### src/common/cpu_defs.svh
// Core width and register macros
`ifndef CPU_DEFS_SVH
`define CPU_DEFS_SVH

// Data path and program counter width
`define CPU_DATA_W 16

// Register file depth
`define CPU_NUM_REGS 16

// Register index width
`define CPU_REG_W 4

// Written by CALL, read by RET
`define CPU_LINK_REG 15

`endif

### src/common/cpu_pkg.sv
// Processor types package
`default_nettype none

package cpu_pkg;

	typedef enum logic [3:0] {
		OP_ADD  = 4'd0,
		OP_SUB  = 4'd1,
		OP_AND  = 4'd2,
		OP_NOR  = 4'd3,
		OP_SLL  = 4'd4,
		OP_SRL  = 4'd5,
		OP_SRA  = 4'd6,
		OP_LHB  = 4'd7,
		OP_LLB  = 4'd8,
		OP_B    = 4'd9,
		OP_CALL = 4'd10,
		OP_RET  = 4'd11 // 12 to 15 decode as no-ops
	} opcode_e;

	typedef enum logic [2:0] {
		BR_NEQ, BR_EQ, BR_GT, BR_LT, BR_GTE, BR_LTE, BR_OVFL, BR_UNCOND
	} branch_cond_e;

	typedef enum logic [2:0] {
		ALU_ADD, ALU_SUB, ALU_AND, ALU_NOR, ALU_SLL, ALU_SRL, ALU_SRA
	} alu_op_e; // Matches opcode[2:0] for ALU ops

	typedef struct packed {
		opcode_e     opcode;
		logic [3:0]  rd;
		logic [3:0]  rs;
		logic [3:0]  rt;
	} reg_fmt_t;

	typedef struct packed {
		opcode_e     opcode;
		logic [3:0]  rd;
		logic [3:0]  rs;
		logic [3:0]  shamt;
	} shift_fmt_t;

	typedef struct packed {
		opcode_e     opcode;
		logic [3:0]  rd;
		logic [7:0]  imm;
	} half_fmt_t;

	typedef struct packed {
		opcode_e            opcode;
		branch_cond_e       cond;
		logic signed [8:0]  offset; // Relative to pc+1
	} branch_fmt_t;

	typedef struct packed {
		opcode_e      opcode;
		logic [11:0]  target; // Low 12 bits of jump target
	} call_fmt_t;

	// One instruction word, five layouts
	typedef union packed {
		reg_fmt_t     rtype;
		shift_fmt_t   stype;
		half_fmt_t    htype;
		branch_fmt_t  btype;
		call_fmt_t    ctype;
	} instr_u;

endpackage

`default_nettype wire

### src/common/idex_if.sv
// Decoded instruction bundle
`timescale 1ns/1ps
`default_nettype none
`include "cpu_defs.svh"

interface idex_if;
	logic                        valid;
	cpu_pkg::alu_op_e            alu_op;
	logic                        alu_src;       // 1 selects shift amount over rt
	logic [3:0]                  shift;
	logic                        load_half;
	logic                        half_spec;     // 0 LHB, 1 LLB
	logic [7:0]                  load_half_imm;
	logic                        branch;
	logic                        call;
	logic                        ret;
	cpu_pkg::branch_cond_e       branch_cond;
	logic signed [8:0]           branch_offset;
	logic [11:0]                 call_target;
	logic                        reg_write;
	logic [`CPU_REG_W-1:0]       reg_rd;        // Writeback destination
	logic [`CPU_DATA_W-1:0]      rd_data_1;
	logic [`CPU_DATA_W-1:0]      rd_data_2;
	logic [`CPU_DATA_W-1:0]      pc;

	modport producer(output valid, alu_op, alu_src, shift, load_half, half_spec,
		load_half_imm, branch, call, ret, branch_cond, branch_offset, call_target,
		reg_write, reg_rd, rd_data_1, rd_data_2, pc);

	modport consumer(input valid, alu_op, alu_src, shift, load_half, half_spec,
		load_half_imm, branch, call, ret, branch_cond, branch_offset, call_target,
		reg_write, reg_rd, rd_data_1, rd_data_2, pc);
endinterface

`default_nettype wire

### src/decode/instr_decoder.sv
// Instruction decode stage
`timescale 1ns/1ps
`default_nettype none
`include "cpu_defs.svh"

module instr_decoder (
	input  wire logic                    clk,
	input  wire logic                    reset,
	input  wire logic                    instr_valid,
	input  wire cpu_pkg::instr_u         instr,
	input  wire logic [`CPU_DATA_W-1:0]  instr_pc,
	input  wire logic                    wr_en,
	input  wire logic [`CPU_REG_W-1:0]   wr_reg,
	input  wire logic [`CPU_DATA_W-1:0]  wr_data,
	idex_if.producer                     stage
);

	logic [`CPU_REG_W-1:0]   rd_reg_1;
	logic [`CPU_REG_W-1:0]   rd_reg_2;
	logic [`CPU_DATA_W-1:0]  rd_data_1;
	logic [`CPU_DATA_W-1:0]  rd_data_2;
	logic [`CPU_REG_W-1:0]   rd_dest;
	logic                    wr_cand;   // Opcode writes a register
	logic [3:0]              op_raw;

	assign op_raw = instr.rtype.opcode;

	register_file u_regs (
		.clk       (clk),
		.reset     (reset),
		.rd_reg_1  (rd_reg_1),
		.rd_reg_2  (rd_reg_2),
		.wr_en     (wr_en),
		.wr_reg    (wr_reg),
		.wr_data   (wr_data),
		.rd_data_1 (rd_data_1),
		.rd_data_2 (rd_data_2)
	);

	always_comb begin
		rd_reg_1             = instr.rtype.rs;
		rd_reg_2             = instr.rtype.rt;
		rd_dest              = instr.rtype.rd;
		wr_cand              = 1'b0;
		stage.alu_op         = cpu_pkg::ALU_ADD;
		stage.alu_src        = 1'b0;
		stage.shift          = instr.stype.shamt;
		stage.load_half      = 1'b0;
		stage.half_spec      = 1'b0;
		stage.load_half_imm  = instr.htype.imm;
		stage.branch         = 1'b0;
		stage.call           = 1'b0;
		stage.ret            = 1'b0;
		stage.branch_cond    = instr.btype.cond;
		stage.branch_offset  = instr.btype.offset;
		stage.call_target    = instr.ctype.target;
		case (instr.rtype.opcode)
			cpu_pkg::OP_ADD, cpu_pkg::OP_SUB, cpu_pkg::OP_AND, cpu_pkg::OP_NOR: begin
				stage.alu_op = cpu_pkg::alu_op_e'(op_raw[2:0]);
				wr_cand      = 1'b1;
			end
			cpu_pkg::OP_SLL, cpu_pkg::OP_SRL, cpu_pkg::OP_SRA: begin
				stage.alu_op  = cpu_pkg::alu_op_e'(op_raw[2:0]);
				stage.alu_src = 1'b1; // Shift amount as operand 2
				wr_cand       = 1'b1;
			end
			cpu_pkg::OP_LHB: begin
				rd_reg_1        = instr.htype.rd; // Low byte kept from old rd
				stage.load_half = 1'b1;
				wr_cand         = 1'b1;
			end
			cpu_pkg::OP_LLB: begin
				stage.load_half = 1'b1;
				stage.half_spec = 1'b1;
				wr_cand         = 1'b1;
			end
			cpu_pkg::OP_B: stage.branch = 1'b1;
			cpu_pkg::OP_CALL: begin
				stage.call = 1'b1;
				rd_dest    = `CPU_REG_W'(`CPU_LINK_REG); // Return address to link reg
				wr_cand    = 1'b1;
			end
			cpu_pkg::OP_RET: begin
				stage.ret = 1'b1;
				rd_reg_1  = `CPU_REG_W'(`CPU_LINK_REG);
			end
			default: ; // Opcodes 12 to 15 do nothing
		endcase
		stage.valid     = instr_valid;
		stage.reg_write = instr_valid && wr_cand && (rd_dest != '0); // R0 stays zero
		stage.reg_rd    = rd_dest;
		stage.rd_data_1 = rd_data_1;
		stage.rd_data_2 = rd_data_2;
		stage.pc        = instr_pc;
	end

endmodule

`default_nettype wire

### src/decode/register_file.sv
// Sixteen entry register file
`timescale 1ns/1ps
`default_nettype none
`include "cpu_defs.svh"

module register_file (
	input  wire logic                    clk,
	input  wire logic                    reset,
	input  wire logic [`CPU_REG_W-1:0]   rd_reg_1,
	input  wire logic [`CPU_REG_W-1:0]   rd_reg_2,
	input  wire logic                    wr_en,
	input  wire logic [`CPU_REG_W-1:0]   wr_reg,
	input  wire logic [`CPU_DATA_W-1:0]  wr_data,
	output logic      [`CPU_DATA_W-1:0]  rd_data_1,
	output logic      [`CPU_DATA_W-1:0]  rd_data_2
);

	logic [`CPU_DATA_W-1:0] regs [`CPU_NUM_REGS];

	always_ff @(posedge clk) begin
		if (reset) begin
			for (int i = 0; i < `CPU_NUM_REGS; i++) begin
				regs[i] <= '0; // All registers start at zero
			end
		end else if (wr_en) begin
			regs[wr_reg] <= wr_data;
		end
	end

	// Write-through so a dependent instruction in decode sees the new value
	assign rd_data_1 = (wr_en && (wr_reg == rd_reg_1)) ? wr_data : regs[rd_reg_1];
	assign rd_data_2 = (wr_en && (wr_reg == rd_reg_2)) ? wr_data : regs[rd_reg_2];

	// R0 is hardwired by never being a write target
	a_no_r0_write: assert property (
		@(posedge clk) disable iff (reset)
		wr_en |-> (wr_reg != '0)
	) else $error("register_file: write to R0");

endmodule

`default_nettype wire

### src/rtl/cpu_core.sv
// Processor core top level
`timescale 1ns/1ps
`default_nettype none
`include "cpu_defs.svh"

module cpu_core (
	input  wire logic                    clk,
	input  wire logic                    reset,
	input  wire logic                    instr_valid,  // One cycle strobe per instruction
	input  wire logic [`CPU_DATA_W-1:0]  instr,
	input  wire logic [`CPU_DATA_W-1:0]  instr_pc,
	output logic                         wb_valid,
	output logic      [`CPU_REG_W-1:0]   wb_reg,
	output logic      [`CPU_DATA_W-1:0]  wb_data,
	output logic                         redirect,
	output logic      [`CPU_DATA_W-1:0]  redirect_pc
);

	logic                    wr_en;    // Execute to register file
	logic [`CPU_REG_W-1:0]   wr_reg;
	logic [`CPU_DATA_W-1:0]  wr_data;

	idex_if dec_bus ();  // Decoder output
	idex_if ex_bus ();   // Pipeline register output

	instr_decoder u_decoder (
		.clk         (clk),
		.reset       (reset),
		.instr_valid (instr_valid),
		.instr       (instr),
		.instr_pc    (instr_pc),
		.wr_en       (wr_en),
		.wr_reg      (wr_reg),
		.wr_data     (wr_data),
		.stage       (dec_bus.producer)
	);

	idex_reg u_idex (
		.clk   (clk),
		.reset (reset),
		.d     (dec_bus.consumer),
		.q     (ex_bus.producer)
	);

	execute_stage u_execute (
		.clk         (clk),
		.reset       (reset),
		.stage       (ex_bus.consumer),
		.wr_en       (wr_en),
		.wr_reg      (wr_reg),
		.wr_data     (wr_data),
		.wb_valid    (wb_valid),
		.wb_reg      (wb_reg),
		.wb_data     (wb_data),
		.redirect    (redirect),
		.redirect_pc (redirect_pc)
	);

endmodule

`default_nettype wire

### src/rtl/execute_stage.sv
// Execute stage with writeback and redirect
`timescale 1ns/1ps
`default_nettype none
`include "cpu_defs.svh"

module execute_stage (
	input  wire logic                    clk,
	input  wire logic                    reset,
	idex_if.consumer                     stage,
	output logic                         wr_en,
	output logic      [`CPU_REG_W-1:0]   wr_reg,
	output logic      [`CPU_DATA_W-1:0]  wr_data,
	output logic                         wb_valid,
	output logic      [`CPU_REG_W-1:0]   wb_reg,
	output logic      [`CPU_DATA_W-1:0]  wb_data,
	output logic                         redirect,
	output logic      [`CPU_DATA_W-1:0]  redirect_pc
);

	logic [`CPU_DATA_W-1:0]  op_a, op_b, alu_res, result, pc_next, target;
	logic                    alu_ovf, is_alu, cond_met, take;
	logic                    flag_z, flag_n, flag_v; // Left by last ALU op

	always_comb begin
		op_a    = stage.rd_data_1;
		op_b    = stage.alu_src ? `CPU_DATA_W'(stage.shift) : stage.rd_data_2;
		alu_ovf = 1'b0;
		case (stage.alu_op)
			cpu_pkg::ALU_ADD: begin
				alu_res = op_a + op_b;
				alu_ovf = (op_a[`CPU_DATA_W-1] == op_b[`CPU_DATA_W-1]) &&
					(alu_res[`CPU_DATA_W-1] != op_a[`CPU_DATA_W-1]);
			end
			cpu_pkg::ALU_SUB: begin
				alu_res = op_a - op_b;
				alu_ovf = (op_a[`CPU_DATA_W-1] != op_b[`CPU_DATA_W-1]) &&
					(alu_res[`CPU_DATA_W-1] != op_a[`CPU_DATA_W-1]);
			end
			cpu_pkg::ALU_AND: alu_res = op_a & op_b;
			cpu_pkg::ALU_NOR: alu_res = ~(op_a | op_b);
			cpu_pkg::ALU_SLL: alu_res = op_a << op_b[3:0];
			cpu_pkg::ALU_SRL: alu_res = op_a >> op_b[3:0];
			cpu_pkg::ALU_SRA: alu_res = $signed(op_a) >>> op_b[3:0];
			default:          alu_res = '0;
		endcase
	end

	assign pc_next = stage.pc + `CPU_DATA_W'(1);

	always_comb begin
		if (stage.load_half && stage.half_spec)
			result = {{(`CPU_DATA_W-8){stage.load_half_imm[7]}}, stage.load_half_imm}; // LLB
		else if (stage.load_half)
			result = {stage.load_half_imm, stage.rd_data_1[7:0]}; // LHB
		else if (stage.call)
			result = pc_next; // Return address
		else
			result = alu_res;
	end

	// ALU ops aimed at R0 carry no reg_write and leave the flags alone
	assign is_alu = stage.valid && stage.reg_write && !stage.load_half && !stage.call;

	always_comb begin
		case (stage.branch_cond)
			cpu_pkg::BR_NEQ:  cond_met = !flag_z;
			cpu_pkg::BR_EQ:   cond_met = flag_z;
			cpu_pkg::BR_GT:   cond_met = !flag_z && !flag_n;
			cpu_pkg::BR_LT:   cond_met = flag_n;
			cpu_pkg::BR_GTE:  cond_met = flag_z || !flag_n;
			cpu_pkg::BR_LTE:  cond_met = flag_n || flag_z;
			cpu_pkg::BR_OVFL: cond_met = flag_v;
			default:          cond_met = 1'b1; // Unconditional
		endcase
		if (stage.call)
			target = {stage.pc[`CPU_DATA_W-1:12], stage.call_target};
		else if (stage.ret)
			target = stage.rd_data_1; // Link register value
		else
			target = pc_next + {{(`CPU_DATA_W-9){stage.branch_offset[8]}}, stage.branch_offset};
	end

	assign take = stage.valid && ((stage.branch && cond_met) || stage.call || stage.ret);

	// Register file write lands at the edge closing this cycle
	assign wr_en   = stage.valid && stage.reg_write;
	assign wr_reg  = stage.reg_rd;
	assign wr_data = result;

	always_ff @(posedge clk) begin
		if (reset) begin
			wb_valid <= 1'b0;
			redirect <= 1'b0;
			flag_z   <= 1'b0;
			flag_n   <= 1'b0;
			flag_v   <= 1'b0;
		end else begin
			wb_valid <= wr_en;
			redirect <= take;
			if (is_alu) begin
				flag_z <= (alu_res == '0);
				flag_n <= alu_res[`CPU_DATA_W-1];
				flag_v <= alu_ovf; // Cleared by non-arithmetic ops
			end
		end
	end

	always_ff @(posedge clk) begin
		wb_reg      <= wr_reg;
		wb_data     <= wr_data;
		redirect_pc <= target;
	end

	a_redirect_source: assert property (
		@(posedge clk) disable iff (reset)
		redirect |-> $past(stage.valid && (stage.branch || stage.call || stage.ret))
	) else $error("execute_stage: redirect without flow instruction");

endmodule

`default_nettype wire

### src/rtl/idex_reg.sv
// Decode to execute pipeline register
`timescale 1ns/1ps
`default_nettype none

module idex_reg (
	input wire logic   clk,
	input wire logic   reset,
	idex_if.consumer   d,
	idex_if.producer   q
);

	always_ff @(posedge clk) begin
		if (reset) q.valid <= 1'b0; // Only control bit cleared
		else       q.valid <= d.valid;
	end

	always_ff @(posedge clk) begin
		q.alu_op        <= d.alu_op;
		q.alu_src       <= d.alu_src;
		q.shift         <= d.shift;
		q.load_half     <= d.load_half;
		q.half_spec     <= d.half_spec;
		q.load_half_imm <= d.load_half_imm;
		q.branch        <= d.branch;
		q.call          <= d.call;
		q.ret           <= d.ret;
		q.branch_cond   <= d.branch_cond;
		q.branch_offset <= d.branch_offset;
		q.call_target   <= d.call_target;
		q.reg_write     <= d.reg_write; // Qualified by valid downstream
		q.reg_rd        <= d.reg_rd;
		q.rd_data_1     <= d.rd_data_1;
		q.rd_data_2     <= d.rd_data_2;
		q.pc            <= d.pc;
	end

	a_clear_after_reset: assert property (
		@(posedge clk) reset |=> !q.valid
	) else $error("idex_reg: valid set right after reset");

	// Decoder must never mark two flow changes in one bundle
	a_one_flow_change: assert property (
		@(posedge clk) disable iff (reset)
		q.valid |-> $onehot0({q.branch, q.call, q.ret})
	) else $error("idex_reg: multiple flow controls in one bundle");

endmodule

`default_nettype wire

### config.mk
export PLATFORM = sky130hd
export DESIGN_NAME = cpu_core
export DESIGN_NICKNAME = d
export VERILOG_FILES = /design/src/common/cpu_pkg.sv /design/src/common/idex_if.sv /design/src/decode/instr_decoder.sv /design/src/decode/register_file.sv /design/src/rtl/cpu_core.sv /design/src/rtl/execute_stage.sv /design/src/rtl/idex_reg.sv
export VERILOG_INCLUDE_DIRS = /design/src /design/src/common
export SDC_FILE = /design/constraint.sdc
export NUM_CORES = 1
export LEC_CHECK = 0
export ABC_AREA = 1
export ABC_CLOCK_PERIOD_IN_PS = 8000
export BUFFER_PORTS_ARGS = -buffer_cell sky130_fd_sc_hd__buf_2
export CORE_MARGIN = 4
export CORE_UTILIZATION = 28
export CTS_BUF_LIST = sky130_fd_sc_hd__clkbuf_2
export CTS_CLUSTER_DIAMETER = 80
export CTS_CLUSTER_SIZE = 25
export DETAILED_ROUTE_END_ITERATION = 8
export GPL_ROUTABILITY_DRIVEN = 0
export SYNTH_ARGS = -nofsm -noshare
export SYNTH_HDL_FRONTEND = slang
export SYNTH_SLANG_ARGS = --single-unit
### constraint.sdc
create_clock -name clk -period 8 [get_ports clk]
set_clock_uncertainty 0.15 [all_clocks]
set_input_delay 0.4 -clock clk [delete_from_list [all_inputs] [get_ports clk]]
set_output_delay 0.4 -clock clk [all_outputs]
set_load 0.01 [all_outputs]
==> results of run 1 <==
## path summary, 6_finish.rpt
kind                                    startpoint                      endpoint  slack (ps)  cells after the start
worst max-delay path              u_idex.q.alu_src  u_decoder.u_regs.regs[12][6]        3230                     19
worst min-delay path                      instr[1]             u_idex.q.shift[1]         120                      3
worst max register to register    u_idex.q.alu_src  u_decoder.u_regs.regs[12][6]        3230                     19
worst min register to register  u_idex.q.reg_rd[0]           u_execute.wb_reg[0]         280                      0
## stage by stage
stage	instance area, µm²	util [%]	hold WS [ps]	power [mW]	instances
floorplan	22990	-	226.1	3.384	3056
finish	25080	30.99	118.2	4.889	4141
global route	25070	30.98	59.99	5.139	4137
CTS	25070	30.98	1.392	4.862	4136
detailed placement	23970	29.61	256.2	3.893	4023
global placement	23970	29.61	255.5	3.892	4023
## worst max-delay path, cell delays in order (launching register included)
cell      delay, ps
dfxtp_1         460
inv_4           230
nand2_1          90
nand2_1          60
buf_4           310
inv_1           560
ha_1            660
inv_1           150
nor3_1          200
nand2_1         110
nand2_1         150
nand2_1          70
nand3_1          70
nand3_1          80
nor2_1          140
nand2_1         120
o21bai_1        140
nand2_1         260
inv_2           390
nor2_1           80
## layout by cell type, fill, tap and decap left out, types with 8 or more instances in the layout
cell and count:
inv_2 17, o21ai_1 17, or2_2 8, o211ai_1 72, o21ai_0 277, buf_2 71, nand4_1 18, edfxtp_1 256
dfxtp_1 116, nand2_2 13, a31oi_1 16, xor2_1 20, ha_1 66, o221ai_1 24, a22oi_1 9, clkinv_1 25
clkbuf_2 26, buf_4 20, inv_1 280, a21oi_1 214, a21oi_2 11, o22ai_1 19, nor2_1 442, nor3_1 18
dlygate4sd3_1 71, nand3_1 326, nand2_1 551
## area by class of cell
class / instances / share of cell area (%)
Sequential cell: 372 / 39.90
Clock buffer: 26 / 0.5188
Antenna cell: 5 / 0.04988
Timing Repair Buffer: 162 / 4.848
Clock inverter: 16 / 1.052
Inverter: 327 / 4.943
Tap cell: 1060 / 5.287
Multi-Input combinational cell: 2173 / 43.40
## layer usage
layer	vias to the layer above	share of wire, %	wire, µm
li1	10310	-	-
met1	10360	41	34100
met2	1121	46	38090
met3	191	9.3	7764
met4	0	4.1	3445
met5	-	0	0
## report_power, final
part	switching, mW	leakage, nW	internal (mW)
registers	0.114	3.61	2.19
logic	1.18	6.62	0.449
clock network	0.717	0.229	0.244
total	2.01	10.5	2.88
## timing repair
action                                  CTS  global route
hold endpoints to repair                 79             0
hold buffers                             71             0
endpoints found under the setup margin    0             0
resized for setup                         0             0
## kinds of logic (layout without fill, tap and decap cells)
kind of cell	count (synthesis)	after routing	share of synthesized area [%]
buffers and inverters	511	531	9.188
adders and majority gates	69	69	3.854
other	0	5	0
and+or+nand+nor	1392	1392	25.39
xor gates and xnor gates	24	24	0.9145
AOI/OAI and AO/OA	688	688	17.11
DFF	372	372	43.55
==> impl_metrics.env, run 1 <==
export IMPL_outcome="complete, no violations"
export IMPL_setup_viol=0
export IMPL_dr_pass1_iters=6
export IMPL_critPathLaunchType="flip-flop"
export IMPL_min_path_type="in2reg"
export IMPL_power_density_nw_per_um2=194.9
export IMPL_placementRows=104
export IMPL_rsz0062_at_grt="false"
export IMPL_max_freq_mhz=209.8
export IMPL_peakVddDrop_mv=0.1089
export IMPL_slew_headroom_pct=21.62
export IMPL_cts_root_buf="clkbuf_2"
export IMPL_synth_flop_cell="edfxtp_1"
export IMPL_use_met3_pct=2.871
export IMPL_wl_per_cell_um=20.14
export IMPL_num_nets_final=3164
export IMPL_via_per_inst=5.308
export IMPL_fin_crit_sh_pct=59.58
export IMPL_die_w_um=294.5
export IMPL_clk_pin_slew_ps=420
export IMPL_coreArea_um2=80940
export IMPL_maxCapViolCount=0
export IMPL_die_h_um=294.5
export IMPL_insertion_delay_ps=1180
export IMPL_setup_worst_path_class="reg2reg"
export IMPL_cp_required_ps=8740
export IMPL_grt_util_met2_pct=30.42
export IMPL_worst_pin_slew_ps=1176
export IMPL_grt_pass1_wl_um=125300
export IMPL_nFillCells=8794
export IMPL_yosysSeqAreaShare_pct=43.55
export IMPL_ys_ff_latch=372
export IMPL_syn2layout_area_growth_pct=9.129
export IMPL_port_buffers=72
export IMPL_seq_area_um2=10010
export IMPL_hold_violations=0
export IMPL_crit_fanout=32
export IMPL_synth_top_area_share_pct=33.44
export IMPL_grt_max_degree=81
export IMPL_drc_errors=0
export IMPL_grt_pass1_vias=20320
export IMPL_wl_um=83400
export IMPL_regMostFlops="u_decoder.u_regs.regs"
export IMPL_cp_arrival_ps=5500
export IMPL_synth_common_cells="552 x nand2_1, 442 x nor2_1, 326 x nand3_1, 282 x inv_1, 277 x o21ai_0"
export IMPL_ys_top_cells_by_area="edfxtp_1 33%, dfxtp_1 10%, nand2_1 9.0%"
export IMPL_fin_ws_ps=3234
export IMPL_yosysWarnings=0
export IMPL_multi_input_comb_area_um2=10890
export IMPL_cts_tree="done"
export IMPL_gr_max_usage_layer="met2"
export IMPL_drive_gt1_share_pct=6.632
export IMPL_place_worst_setup_slack_ps=3453
export IMPL_post_synth_top_count_cell="nand2_1"
export IMPL_drtAntennaViolNets=0
export IMPL_cts_buffers=24
export IMPL_leakage_nw=10.46
export IMPL_cts_buffer_depth=3
export IMPL_largest_register_ff_count=256
export IMPL_gr_total_overflow=0
export IMPL_maxSlewViolCount=0
export IMPL_start_util_pct=28.40
export IMPL_vias=21980
export IMPL_ios=73
export IMPL_track_usage_pct=18.56
export IMPL_postCtsSetupBuffers=0
export IMPL_dp_hpwl_um=56440
export IMPL_syn_nets=3160
export IMPL_synth_enable_flop_cells=256
export IMPL_synth_cells=3056
export IMPL_synth_cell_types=51
export IMPL_yosysTopAreaCell="edfxtp_1"
export IMPL_tns_ps=0
export IMPL_syn_area_um2=22990
export IMPL_period_needed_ps=4766
export IMPL_dr_first_iter_drc_count=2516
export IMPL_async_flop_share_pct=0
export IMPL_dieArea_um2=86740
export IMPL_crit_path_end_kind="flip-flop"
export IMPL_antenna_found_initial=3
export IMPL_htreeDepth=1
export IMPL_postSynthAreaPerCell_um2=7.522
export IMPL_clkSinkCount=372
export IMPL_use_met1_pct=24.72
(Power assumes the default switching activity.)
==> run 2: changes to the inputs <==
--- a/config.mk
+++ b/config.mk
@@ -6,8 +6,8 @@
 export SDC_FILE = /design/constraint.sdc
 export NUM_CORES = 1
 export LEC_CHECK = 0
-export ABC_AREA = 1
-export ABC_CLOCK_PERIOD_IN_PS = 8000
+export ABC_AREA = 0
+export ABC_CLOCK_PERIOD_IN_PS = 4100
 export BUFFER_PORTS_ARGS = -buffer_cell sky130_fd_sc_hd__buf_2
 export CORE_MARGIN = 4
 export CORE_UTILIZATION = 28
==> constraint.sdc (replaced) <==
create_clock -name clk -period 4.1 [get_ports clk]
set_clock_uncertainty 0.15 [all_clocks]
set_input_delay 0.205 -clock clk [delete_from_list [all_inputs] [get_ports clk]]
set_output_delay 0.205 -clock clk [all_outputs]
set_load 0.01 [all_outputs]
==> run 2 against run 1 <==
  * The flow now finishes with violations (negative setup slack)
  * Synthesized cell count shrank 35%
  * Synthesized area shrank 4.6%
  * Register-to-register slack lost 3200 ps
  * Via count shrank 20%
  * Global-route usage shrank 1.4 points
  * Fmax grew 16%
  * Core utilization grew 1.7 points
  * Sequential cell count is the same
  * Cell count shrank 23%
  * Worst hold slack gained 20 ps
  * Clock-buffer cell count grew 5
  * Sequential power grew 94%
==> impl_metrics.env, run 2 <==
export IMPL_clk_pin_slew_ps=430
export IMPL_cp_arrival_ps=4840
export IMPL_largest_register_ff_count=256
export IMPL_yosysTopAreaCell="edfxtp_1"
export IMPL_synth_enable_flop_cells=256
export IMPL_synth_adder_area_share_pct=4.086
export IMPL_ys_ff_latch=372
export IMPL_fin_area_um2=25400
export IMPL_setup_viol=5
export IMPL_yosys_area_share_simple_pct=14.42
export IMPL_synth_top_area_share_pct=35.06
export IMPL_cts_buffers=22
export IMPL_multi_input_comb_area_um2=11190
export IMPL_maxCapViolCount=0
export IMPL_coreArea_um2=77590
export IMPL_die_h_um=287.8
export IMPL_final_common_cell="nor2_1"
export IMPL_outcome="finished with violations"
export IMPL_maxSlewViolCount=0
export IMPL_synth_compound_area_share_pct=10.38
export IMPL_placementRows=102
export IMPL_drtAntennaViolNets=0
export IMPL_synth_cells=1985
export IMPL_crit_fanout=19
export IMPL_syn_nets=2089
export IMPL_cts_root_buf="clkbuf_2"
export IMPL_intPower_mw=6.093
export IMPL_setup_worst_path_class="reg2reg"
export IMPL_cts_tree="done"
export IMPL_worst_pin_slew_ps=1201
export IMPL_place_worst_setup_slack_ps=-75.91
export IMPL_leakage_nw=9.577
export IMPL_whs_path_depth=3
export IMPL_most_common_layout_cells="330 x nor2_1, 256 x edfxtp_1, 166 x nand2_1, 159 x mux4_2, 114 x dfxtp_1"
export IMPL_met1_length_um=28280
export IMPL_dp_hpwl_um=50810
export IMPL_wl_per_cell_um=22.87
export IMPL_syn2layout_area_growth_pct=15.84
export IMPL_synth_xor_area_share_pct=1.958
export IMPL_ios=73
export IMPL_regMostFlops="u_decoder.u_regs.regs"
export IMPL_num_nets_final=2241
export IMPL_port_buffers=72
export IMPL_p_clk_share_pct=16.0
export IMPL_antenna_found_initial=3
export IMPL_vias=17600
export IMPL_top_layer="met4"
export IMPL_sw_frac_of_total_pct=38.18
export IMPL_dpl_cell_count=3070
export IMPL_dr_first_iter_drc_count=2304
export IMPL_power_density_nw_per_um2=388.1
export IMPL_htreeDepth=1
export IMPL_fin_crit_sh_pct=100.1
export IMPL_wl_um=73110
export IMPL_rsz0062_at_grt="true"
export IMPL_synth_flop_cell="edfxtp_1"
export IMPL_start_util_pct=28.25
export IMPL_post_synth_top_count_cell="nor2_1"
export IMPL_ff2ff_path_depth=16
export IMPL_postSynthAreaPerCell_um2=11.04
export IMPL_dieArea_um2=82840
export IMPL_nFillCells=7867
export IMPL_yosysWarnings=0
export IMPL_seq_area_um2=10010
export IMPL_fin_ws_ps=-4.216
export IMPL_fin_cells=3197
export IMPL_synth_common_cells="332 x nor2_1, 256 x edfxtp_1, 166 x nand2_1, 159 x mux4_2, 116 x dfxtp_1"
export IMPL_grt_pass1_wl_um=109900
export IMPL_dpl_cell_area_um2=24040
export IMPL_peakVddDrop_mv=0.2364
export IMPL_grt_max_degree=53
export IMPL_track_usage_pct=17.19
export IMPL_yosysSeqAreaShare_pct=45.66
export IMPL_synth_top_family_by_area="multiplexers"
export IMPL_violations="negative setup slack"
export IMPL_cp_required_ps=4830
export IMPL_clkSinkCount=372
export IMPL_hold_violations=0
export IMPL_drive_gt1_share_pct=22.29
export IMPL_ys_top_cells_by_area="edfxtp_1 35%, mux4_2 16%, dfxtp_1 11%"
export IMPL_synth_cell_types=83
export IMPL_critPathLaunchType="flip-flop"
export IMPL_p_sw_mw=3.763
export IMPL_gr_total_overflow=0
export IMPL_insertion_delay_ps=1110
export IMPL_syn_area_um2=21920
export IMPL_cts_buffer_depth=3
export IMPL_routed_wl_met3_um=6298
export IMPL_wl_met2_um=35730
export IMPL_via_per_inst=5.505
export IMPL_max_freq_mhz=243.7
export IMPL_die_w_um=287.8
export IMPL_muxShareOfSynthArea_pct=19.23
export IMPL_drc_errors=0
export IMPL_dr_pass1_iters=6
export IMPL_crit_path_end_kind="flip-flop"
export IMPL_grt_pass1_vias=17590
export IMPL_combPwrFrac_pct=38.7
export IMPL_min_path_type="in2reg"
export IMPL_power_frac_seq_pct=45.3
export IMPL_async_flop_share_pct=0
export IMPL_period_needed_ps=4104
export IMPL_slew_headroom_pct=19.74
[run 2: power groups by stage]
stage	clock network [mW]	logic [mW]	registers (mW)
finish	1.57	3.82	4.47
global placement	0	3.46	4.53
detailed placement	0	3.50	4.54
global route	1.75	4.05	4.50
floorplan	0	2.17	4.53
CTS	1.61	3.60	4.47
[run 2: final cells by class]
class | count | area share [%]
multi-input cells | 1388 | 44.08
repair buffers | 266 | 8.922
clock inverters | 9 | 0.5173
flip-flops and latches | 372 | 39.42
well taps | 1040 | 5.124
inverters | 87 | 1.286
clock buffers | 31 | 0.6109
diodes | 4 | 0.03941
[run 2: kinds of logic (layout without fill, tap and decap cells)]
family / count (synthesis) / in the layout
AOI/OAI and AO/OA: 332 / 332
DFF: 372 / 372
buffers and inverters: 225 / 393
xor gates and xnor gates: 49 / 49
and+or+nand+nor: 719 / 719
muxes: 218 / 218
other: 0 / 4
adders and majority gates: 70 / 70
[run 2: critical path, cell delays in order (launching register included)]
cell	delay (ps)
dfxtp_2	430
buf_8	160
mux2i_4	220
buf_4	150
fa_2	370
nor2b_4	160
o2111ai_4	170
a311oi_2	360
nor2_2	100
a21oi_2	190
mux2_4	330
a211oi_4	250
nor3_2	90
a2111oi_4	360
buf_6	190
clkbuf_16	160
nor2_1	40
[run 2: worst paths after layout]
check             slack (ps)                from                      endpoint
setup / recovery          -4    u_idex.q.alu_src  u_decoder.u_regs.regs[4][14]
hold / removal           140        instr_pc[10]               u_idex.q.pc[10]
setup reg to reg          -4    u_idex.q.alu_src  u_decoder.u_regs.regs[4][14]
hold reg to reg          320  u_idex.q.reg_rd[1]           u_execute.wb_reg[1]
[run 2: what timing repair did]
action	CTS	global route
endpoints found under the hold margin	296	0
cloned	0	2
gates resized for setup	7	36
setup endpoints to repair	57	134
pin swaps	0	13
hold buffers	75	0
buffers inserted	0	6
[run 2: metal layers]
| layer | vias to the layer above | global-route usage [%] |
|---|---|---|
| met2 | 983 | 29.78 |
| met5 | - | 0 |
| met1 | 8824 | 21.99 |
| met3 | 192 | 2.375 |
| li1 | 7600 | - |
| met4 | 0 | 6.017 |
[run 2: stage by stage]
step / power, mW / utilization, % / hold WS, ps / TNS [ps]
finish: 9.856 / 32.73 / 137.8 / -15.32
global route: 10.30 / 32.72 / 75.54 / -1366
detailed placement: 8.037 / 30.99 / 159.4 / -1084
floorplan: 6.696 / - / 82.72 / 0
global placement: 7.994 / 30.99 / 159.9 / -5.929
CTS: 9.676 / 32.39 / 39.00 / 0
